--- src/common/resp_bank_pkg.sv ---
/*
 * Shared definitions of the response bank
 * Default sizes, derived widths, message word union and cell address type
 */

`default_nettype none

package resp_bank_pkg;

  // Default sizes
  parameter int NUM_IDS   = 4;
  parameter int NUM_CELLS = 8;
  parameter int PAYLOAD_W = 8;

  // Derived widths
  parameter int ID_W   = (NUM_IDS > 1) ? $clog2(NUM_IDS) : 1;
  parameter int CELL_W = (NUM_CELLS > 1) ? $clog2(NUM_CELLS) : 1;
  parameter int MSG_W  = ID_W + PAYLOAD_W;

  // Identifier sits in the upper bits of the word
  typedef struct packed {
    logic [ID_W-1:0]      id;
    logic [PAYLOAD_W-1:0] payload;
  } msg_fields_t;

  typedef union packed {
    logic [MSG_W-1:0] raw;
    msg_fields_t      fields;
  } msg_word_u;

  typedef logic [CELL_W-1:0] cell_t;

endpackage

`default_nettype wire
--- src/rtl/resp_bank_top.sv ---
/*
 * Response bank top level
 * Slot allocator, one linked-list queue per identifier, cell storage and release arbiter
 */

`default_nettype none

module resp_bank_top #(
  parameter int NumIds   = resp_bank_pkg::NUM_IDS,
  parameter int NumCells = resp_bank_pkg::NUM_CELLS
) (
  input  logic                     clk_i,
  input  logic                     rst_ni,
  input  logic                     i_rsv_valid,
  input  logic [NumIds-1:0]        i_rsv_id_onehot,
  output logic                     o_rsv_ready,
  output resp_bank_pkg::cell_t     o_rsv_addr,
  input  logic                     i_in_valid,
  input  resp_bank_pkg::msg_word_u i_in_data,
  output logic                     o_in_ready,
  input  logic                     i_out_ready,
  input  logic [NumCells-1:0]      i_release_en,
  output logic                     o_out_valid,
  output resp_bank_pkg::msg_word_u o_out_data,
  output logic [NumCells-1:0]      o_released_onehot
);

  import resp_bank_pkg::*;

  logic              rsv_fire;
  logic              in_fire;
  logic [NumIds-1:0] accepts;
  logic [NumIds-1:0] has_filled;
  logic [NumIds-1:0] link_we;
  logic [NumIds-1:0] pop;
  cell_t             link_addr [NumIds];
  cell_t             fill_addr [NumIds];
  cell_t             head [NumIds];
  cell_t             mid_next [NumIds];
  cell_t             head_next [NumIds];
  cell_t             rd_cell;
  msg_word_u         rd_data;

  // Input side handshake, ready follows valid
  assign o_in_ready = i_in_valid & (|accepts);
  assign in_fire    = i_in_valid & o_in_ready;

  slot_allocator #(
    .NumCells (NumCells)
  ) slot_allocator_i (
    .clk_i             (clk_i),
    .rst_ni            (rst_ni),
    .i_rsv_valid       (i_rsv_valid),
    .i_released_onehot (o_released_onehot),
    .o_rsv_ready       (o_rsv_ready),
    .o_free_cell       (o_rsv_addr),
    .o_rsv_fire        (rsv_fire)
  );

  for (genvar g = 0; g < NumIds; g++) begin : g_queue
    id_queue #(
      .NumCells (NumCells),
      .QueueId  (g)
    ) id_queue_i (
      .clk_i        (clk_i),
      .rst_ni       (rst_ni),
      .i_rsv_fire   (rsv_fire),
      .i_rsv_sel    (i_rsv_id_onehot[g]),
      .i_free_cell  (o_rsv_addr),
      .i_in_fire    (in_fire),
      .i_in_data    (i_in_data),
      .i_pop        (pop[g]),
      .i_mid_next   (mid_next[g]),
      .i_head_next  (head_next[g]),
      .o_link_we    (link_we[g]),
      .o_link_addr  (link_addr[g]),
      .o_fill_addr  (fill_addr[g]),
      .o_head       (head[g]),
      .o_accepts    (accepts[g]),
      .o_has_filled (has_filled[g])
    );
  end

  bank_storage #(
    .NumIds   (NumIds),
    .NumCells (NumCells)
  ) bank_storage_i (
    .clk_i       (clk_i),
    .rst_ni      (rst_ni),
    .i_in_fire   (in_fire),
    .i_in_data   (i_in_data),
    .i_fill_addr (fill_addr),
    .i_in_sel    (accepts),
    .i_link_we   (link_we),
    .i_link_addr (link_addr),
    .i_free_cell (o_rsv_addr),
    .i_rd_cell   (rd_cell),
    .i_mid_cell  (fill_addr),
    .i_head_cell (head),
    .o_rd_data   (rd_data),
    .o_mid_next  (mid_next),
    .o_head_next (head_next)
  );

  release_arbiter #(
    .NumIds   (NumIds),
    .NumCells (NumCells)
  ) release_arbiter_i (
    .clk_i             (clk_i),
    .rst_ni            (rst_ni),
    .i_has_filled      (has_filled),
    .i_head            (head),
    .i_release_en      (i_release_en),
    .i_out_ready       (i_out_ready),
    .i_rd_data         (rd_data),
    .o_pop             (pop),
    .o_rd_cell         (rd_cell),
    .o_out_valid       (o_out_valid),
    .o_out_data        (o_out_data),
    .o_released_onehot (o_released_onehot)
  );

endmodule

`default_nettype wire

--- src/rtl/release_arbiter.sv ---
/*
 * Release arbitration and output register
 * Lowest eligible identifier wins, released cell reported on handshake
 */

`default_nettype none

module release_arbiter #(
  parameter int NumIds   = resp_bank_pkg::NUM_IDS,
  parameter int NumCells = resp_bank_pkg::NUM_CELLS
) (
  input  logic                     clk_i,
  input  logic                     rst_ni,
  input  logic [NumIds-1:0]        i_has_filled,
  input  resp_bank_pkg::cell_t     i_head [NumIds],
  input  logic [NumCells-1:0]      i_release_en,
  input  logic                     i_out_ready,
  input  resp_bank_pkg::msg_word_u i_rd_data,
  output logic [NumIds-1:0]        o_pop,
  output resp_bank_pkg::cell_t     o_rd_cell,
  output logic                     o_out_valid,
  output resp_bank_pkg::msg_word_u o_out_data,
  output logic [NumCells-1:0]      o_released_onehot
);

  import resp_bank_pkg::*;

  logic [NumIds-1:0] eligible;
  logic [ID_W-1:0]   win_id;
  logic              reg_free;
  logic              load;
  logic              valid_q;
  msg_word_u         data_q;
  cell_t             cell_q;

  // Filled head whose release bit is set
  for (genvar g = 0; g < NumIds; g++) begin : g_elig
    assign eligible[g] = i_has_filled[g] & i_release_en[i_head[g]];
    assign o_pop[g]    = load && (win_id == ID_W'(g));
  end

  always_comb begin
    win_id = '0;
    for (int i = NumIds - 1; i >= 0; i--) begin
      if (eligible[i]) begin
        win_id = ID_W'(i);
      end
    end
  end

  // Register is empty or its item completes this cycle
  assign reg_free  = ~valid_q | i_out_ready;
  assign load      = reg_free & (|eligible);
  assign o_rd_cell = i_head[win_id];

  always_ff @(posedge clk_i or negedge rst_ni) begin
    if (!rst_ni) begin
      valid_q <= 1'b0;
    end else if (reg_free) begin
      valid_q <= |eligible;
    end
  end

  // Identifier comes from the winner, payload from the cell
  always_ff @(posedge clk_i) begin
    if (load) begin
      data_q.fields.id      <= win_id;
      data_q.fields.payload <= i_rd_data.fields.payload;
      cell_q                <= o_rd_cell;
    end
  end

  assign o_out_valid = valid_q;
  assign o_out_data  = data_q;

  for (genvar c = 0; c < NumCells; c++) begin : g_released
    assign o_released_onehot[c] = valid_q && i_out_ready && (cell_q == CELL_W'(c));
  end

endmodule

`default_nettype wire

--- src/rtl/bank_storage.sv ---
/*
 * Cell storage of the response bank
 * Message word array and next-cell link array, both with combinational reads
 */

`default_nettype none

module bank_storage #(
  parameter int NumIds   = resp_bank_pkg::NUM_IDS,
  parameter int NumCells = resp_bank_pkg::NUM_CELLS
) (
  input  logic                     clk_i,
  input  logic                     rst_ni,
  input  logic                     i_in_fire,
  input  resp_bank_pkg::msg_word_u i_in_data,
  input  resp_bank_pkg::cell_t     i_fill_addr [NumIds],
  input  logic [NumIds-1:0]        i_in_sel,
  input  logic [NumIds-1:0]        i_link_we,
  input  resp_bank_pkg::cell_t     i_link_addr [NumIds],
  input  resp_bank_pkg::cell_t     i_free_cell,
  input  resp_bank_pkg::cell_t     i_rd_cell,
  input  resp_bank_pkg::cell_t     i_mid_cell [NumIds],
  input  resp_bank_pkg::cell_t     i_head_cell [NumIds],
  output resp_bank_pkg::msg_word_u o_rd_data,
  output resp_bank_pkg::cell_t     o_mid_next [NumIds],
  output resp_bank_pkg::cell_t     o_head_next [NumIds]
);

  import resp_bank_pkg::*;

  logic [MSG_W-1:0] cells [NumCells];
  cell_t            links [NumCells];

  // Word goes to the fill cell of the queue that accepted it
  always_ff @(posedge clk_i) begin
    for (int i = 0; i < NumIds; i++) begin
      if (i_in_fire && i_in_sel[i]) begin
        cells[i_fill_addr[i]] <= i_in_data.raw;
      end
    end
  end

  // At most one queue links per cycle, reservations are one-hot
  always_ff @(posedge clk_i or negedge rst_ni) begin
    if (!rst_ni) begin
      links <= '{default: '0};
    end else begin
      for (int i = 0; i < NumIds; i++) begin
        if (i_link_we[i]) begin
          links[i_link_addr[i]] <= i_free_cell;
        end
      end
    end
  end

  assign o_rd_data.raw = cells[i_rd_cell];

  for (genvar g = 0; g < NumIds; g++) begin : g_link_rd
    assign o_mid_next[g]  = links[i_mid_cell[g]];
    assign o_head_next[g] = links[i_head_cell[g]];
  end

endmodule

`default_nettype wire

--- src/rtl/id_queue/id_queue.sv ---
/*
 * Linked list bookkeeping for one identifier
 * Head, fill and tail pointers, reserved and filled counts
 */

`default_nettype none

module id_queue #(
  parameter int NumCells = resp_bank_pkg::NUM_CELLS,
  parameter int QueueId  = 0
) (
  input  logic                     clk_i,
  input  logic                     rst_ni,
  input  logic                     i_rsv_fire,
  input  logic                     i_rsv_sel,
  input  resp_bank_pkg::cell_t     i_free_cell,
  input  logic                     i_in_fire,
  input  resp_bank_pkg::msg_word_u i_in_data,
  input  logic                     i_pop,
  input  resp_bank_pkg::cell_t     i_mid_next,
  input  resp_bank_pkg::cell_t     i_head_next,
  output logic                     o_link_we,
  output resp_bank_pkg::cell_t     o_link_addr,
  output resp_bank_pkg::cell_t     o_fill_addr,
  output resp_bank_pkg::cell_t     o_head,
  output logic                     o_accepts,
  output logic                     o_has_filled
);

  import resp_bank_pkg::*;

  localparam int CntW = $clog2(NumCells + 1);

  cell_t           head_q;
  cell_t           fill_q;
  cell_t           tail_q;
  logic [CntW-1:0] rsv_cnt_q;
  logic [CntW-1:0] filled_cnt_q;
  logic [CntW-1:0] rsv_left;
  logic [CntW-1:0] filled_after;
  logic            rsv_take;
  logic            fill_take;
  logic            list_drained;

  ////////////////////////////////////////
  // Strobes and counts
  ////////////////////////////////////////

  assign rsv_take  = i_rsv_fire & i_rsv_sel;
  assign fill_take = i_in_fire & o_accepts;

  assign rsv_left     = rsv_cnt_q - CntW'(fill_take);
  assign filled_after = filled_cnt_q + CntW'(fill_take) - CntW'(i_pop);

  // List is empty once this cycle's fill and pop are applied
  assign list_drained = (rsv_left == '0) && (filled_after == '0);

  assign o_accepts    = (i_in_data.fields.id == ID_W'(QueueId)) && (rsv_cnt_q != '0);
  assign o_has_filled = (filled_cnt_q != '0);

  // Chain the new cell behind the current tail
  assign o_link_we   = rsv_take & ~list_drained;
  assign o_link_addr = tail_q;
  assign o_fill_addr = fill_q;
  assign o_head      = head_q;

  ////////////////////////////////////////
  // Pointer registers
  ////////////////////////////////////////

  always_ff @(posedge clk_i or negedge rst_ni) begin
    if (!rst_ni) begin
      head_q       <= '0;
      fill_q       <= '0;
      tail_q       <= '0;
      rsv_cnt_q    <= '0;
      filled_cnt_q <= '0;
    end else begin
      if (fill_take) begin
        fill_q <= i_mid_next;
      end
      if (i_pop) begin
        head_q <= i_head_next;
      end
      // Reservation overrides, the link to the new cell is not readable yet
      if (rsv_take) begin
        tail_q <= i_free_cell;
        if (rsv_left == '0) begin
          fill_q <= i_free_cell;
        end
        if (list_drained) begin
          head_q <= i_free_cell;
        end
      end
      rsv_cnt_q    <= rsv_left + CntW'(rsv_take);
      filled_cnt_q <= filled_after;
    end
  end

endmodule

`default_nettype wire

--- src/rtl/slot_allocator.sv ---
/*
 * Cell occupancy tracking
 * Lowest free cell search and reservation ready
 */

`default_nettype none

module slot_allocator #(
  parameter int NumCells = resp_bank_pkg::NUM_CELLS
) (
  input  logic                 clk_i,
  input  logic                 rst_ni,
  input  logic                 i_rsv_valid,
  input  logic [NumCells-1:0]  i_released_onehot,
  output logic                 o_rsv_ready,
  output resp_bank_pkg::cell_t o_free_cell,
  output logic                 o_rsv_fire
);

  import resp_bank_pkg::*;

  logic [NumCells-1:0] occ_q;
  logic [NumCells-1:0] take_onehot;

  // Lowest index wins, scan from the top down
  always_comb begin
    o_free_cell = '0;
    for (int c = NumCells - 1; c >= 0; c--) begin
      if (!occ_q[c]) begin
        o_free_cell = CELL_W'(c);
      end
    end
  end

  assign o_rsv_ready = ~(&occ_q);
  assign o_rsv_fire  = i_rsv_valid & o_rsv_ready;

  for (genvar c = 0; c < NumCells; c++) begin : g_take
    assign take_onehot[c] = o_rsv_fire && (o_free_cell == CELL_W'(c));
  end

  // Released cell is always occupied, so it never collides with the taken one
  always_ff @(posedge clk_i or negedge rst_ni) begin
    if (!rst_ni) begin
      occ_q <= '0;
    end else begin
      occ_q <= (occ_q & ~i_released_onehot) | take_onehot;
    end
  end

endmodule

`default_nettype wire

--- config.mk ---
export PLATFORM = sky130hd
export DESIGN_NAME = resp_bank_top
export DESIGN_NICKNAME = d
export VERILOG_FILES = /design/src/common/resp_bank_pkg.sv /design/src/rtl/resp_bank_top.sv /design/src/rtl/release_arbiter.sv /design/src/rtl/bank_storage.sv /design/src/rtl/id_queue/id_queue.sv /design/src/rtl/slot_allocator.sv
export SDC_FILE = /design/constraint.sdc
export NUM_CORES = 1
export LEC_CHECK = 0
export BUFFER_PORTS_ARGS = -buffer_cell sky130_fd_sc_hd__buf_2
export CAP_MARGIN = 20
export CORE_MARGIN = 1
export CORE_UTILIZATION = 55
export DETAILED_ROUTE_END_ITERATION = 10
export PLACE_DENSITY = 0.83
export SYNTH_ARGS = -nofsm -noshare
export SYNTH_HDL_FRONTEND = slang
export SYNTH_SLANG_ARGS = --single-unit
--- constraint.sdc ---
create_clock -name clk_i -period 4.7 [get_ports clk_i]
set_clock_uncertainty 0.15 [all_clocks]
set_input_delay 0.235 -clock clk_i [delete_from_list [all_inputs] [get_ports clk_i]]
set_output_delay 0.235 -clock clk_i [all_outputs]
set_load 0.01 [all_outputs]
==> impl_metrics.toml <==
[outcome]
status = "complete, but fails checks"
violations = "DRC"

[pwr]
p_int_uw = 5390
swShare = 0.414
combPwrFrac = 0.513
power_switching_uw = 3810
p_per_area_nw_per_um2 = 779
p_clk_frac = 0.161
p_seq_frac = 0.326
power.total_uw = 9200
p_leak_uw = 0.00495
vdd_drop_max_v = 0.000460

[placement]
dp.final_hpwl_mm = 16.7
io_buffers = 50
placed_area_um2 = 10900
dp_cells = 1114
gp_congestion = 0.968

[synthesis]
ys_seq_area_frac = 0.473
yosys.area.top_type_share = 0.247
synthTopCellsByCount = "dfrtp_1, edfxtp_1, inv_1"
avgSynthCellArea_um2 = 12.3
ys.flop_type = "dfrtp_1"
async_flop_share = 0.567
ys_warn_count = 0
synthesis.area_um2 = 10200
ys_types = 60
ys_ff_latch = 178
synth_fp_nets = 900
synth_top_area_cell = "dfrtp_1"
synth_area_leaders = "dfrtp_1, edfxtp_1, mux4_2, mux2i_1, ha_1"
netlist_instances = 833
synth_most_common_cell = "dfrtp_1"
synth_edf_count = 77

[routing]
first_iter_violations = 647
drc_errors = 12
firstDrtPassIters = 8
drt-total-wl_mm = 24.7
wl_met2_mm = 11.9
ant_nets = 0
via_per_inst = 6.28
vias = 7309
met3WireLength_mm = 2.10
m1WireLength_mm = 9.97
top_layer_used = "met4"
wl_per_cell_um = 21.2

[die]
die_area_um2 = 19200
rows = 49
start_util = 0.566
fp.dieH_um = 138
chipWidth_um = 138
core-area_um2 = 18100
top_level_ports = 51

[layout]
drive_above_1_share = 0.269
area_delta_synth_final_pct = 15.3
fin_nets = 987
final_util = 0.653
fill_cells = 1275
stdcell_count = 1163
post-route-cell-area_um2 = 11800

[sta]
drv_slew = 0
worst_pin_slew_ns = 0.917
period_share = 0.967
finalSetupViolCount = 0
finalHoldViolCount = 0
period_needed_ns = 4.54
timing.fmax_ghz = 0.220
max-slew-margin-rel = 0.389

[clocking]
htree_levels = 4
insertion_delay_ns = 0.45
tritoncts = "done"
path_clk_slew_ns = 0.08
cts_buffer_depth = 2
cts_buffers = 17
clkSinkCount = 178
cts-root-buf = "clkbuf_16"

[run]
max-cap-violations = 0

[setup_path]
endpoint_kind = "register"
worstPathMaxFanout = 4
arrival_ns = 4.73
critPathRequiredTime_ns = 4.88
critPathLaunchType = "register"
path_class = "register to register"

[grt]
grt_pass1_vias = 7307
grt_overflow = 0
antenna_found_initial = 0
grt_usage = 0.273
grt_max_degree = 71
grt_pass1_wl_mm = 39.6

[hold_path]
holdCritPathClass = "input pin to register"
## path summary, 6_finish.rpt
kind / depth (start not counted) / startpoint / slack (ns) / endpoint
min in group asynchronous: 2 / rst_ni / 0.30 / g_queue[1].id_queue_i.rsv_cnt_q[1]
setup reg to reg: 18 / g_queue[2].id_queue_i.o_head[0] / 0.16 / bank_storage_i.links[17]
setup / recovery: 18 / g_queue[2].id_queue_i.o_head[0] / 0.16 / bank_storage_i.links[17]
hold / removal: 3 / i_rsv_valid / 0.01 / slot_allocator_i.occ_q[1]
hold reg to reg: 2 / g_queue[0].id_queue_i.o_link_addr[1] / 0.37 / g_queue[0].id_queue_i.o_link_addr[1]
max in group asynchronous: 3 / rst_ni / 3.09 / g_queue[1].id_queue_i.o_head[0]
## layout by cell type (no fill, tap or decap), types with 4 or more instances in the layout
cell / n
a211oi_1: 8
a21o_1: 8
a21oi_1: 16
a31oi_1: 10
and3b_1: 4
and4_1: 4
buf_2: 49
buf_4: 42
clkbuf_16: 17
clkinv_8: 4
dfrtp_1: 99
dlygate4sd3_1: 13
edfxtp_1: 77
fa_1: 4
ha_1: 34
inv_1: 67
inv_8: 6
mux2_2: 37
mux2i_1: 64
mux4_2: 55
nand2_1: 67
nand2b_1: 7
nand3_1: 15
nand3b_1: 9
nand4_1: 4
nor2_1: 27
nor2b_1: 6
nor3_1: 9
nor3b_1: 17
nor4_1: 4
o21ai_0: 60
xnor2_1: 19
xor2_1: 4
## critical path: stages (launching register included)
cell and delay, ns:
dfrtp_1 0.41, mux4_2 0.53, nor3b_2 0.19, a21oi_4 0.18, nand2b_4 0.09, nor3_4 0.21
ha_4 0.23, inv_2 0.05, ha_2 0.17, inv_1 0.05, fa_1 0.49, inv_1 0.06
nor3_2 0.21, nand3b_1 0.17, nor3b_4 0.21, and3_4 0.20, a2111oi_4 0.31, buf_4 0.20
mux2_4 0.30
## area by class of cell
type	count	area (µm²)	share of cell area
inverter	69	259	0.0219
timing repair buffer	105	702	0.0595
clock buffer	17	425	0.0360
sequential	178	4840	0.410
multi-input combinational	549	5090	0.431
clock inverter	15	198	0.0167
antenna	1	2.50	0.000212
tap	229	287	0.0243
## sequential cells by signal (all words and copies together) (netlist names)
register and cells:
release_arbiter_i.o_out_data 10, g_queue.id_queue_i.rsv_cnt_q 16, g_queue.id_queue_i.o_link_addr 12, bank_storage_i.cells 64, release_arbiter_i.cell_q 3, g_queue.id_queue_i.o_head 12, release_arbiter_i.o_out_valid 1, bank_storage_i.links 24
g_queue.id_queue_i.filled_cnt_q 16, g_queue.id_queue_i.o_fill_addr 12, slot_allocator_i.occ_q 8
## metal layers
metal  vias up  global-route usage
met2       332               0.438
li1       3284                   -
met5         -                   0
met1      3632               0.360
met4         0               0.107
met3        61              0.0662
## metrics by stage
stage / setup slack, ns / TNS (ns) / hold WS (ns)
floorplan: 0.147 / 0 / -0.211
global placement: 0.121 / 0 / 0.258
detailed placement: 0.0107 / 0 / 0.271
CTS: 0.0310 / 0 / 0.000302
global route: -0.0655 / -0.227 / 0.0298
finish: 0.156 / 0 / 0.0115
## cell families after synthesis
logic type	after synthesis	share of synthesized area
simple gates	200	0.103
flops	178	0.473
mux	159	0.228
compound gates	126	0.0802
buf+inv	106	0.0441
fa+ha+maj	40	0.0518
xor+xnor	24	0.0205
## power groups by stage
stage	Combinational, µW	Sequential (µW)	Clock (µW)
after global routing	5110	3070	1540
after CTS	4560	2950	1490
after floorplan	3570	2640	0
final	4720	3000	1480
after global placement	4370	2940	0
after detailed placement	4490	2980	0
## what timing repair did
item                                    in CTS  in global routing
endpoints found under the hold margin      136                  0
gates resized for setup                      3                 27
pin swaps                                    0                 10
buffers inserted                             0                  3
endpoints found under the setup margin       7                 24
hold buffers                                13                  0
(Power assumes the default switching activity.)
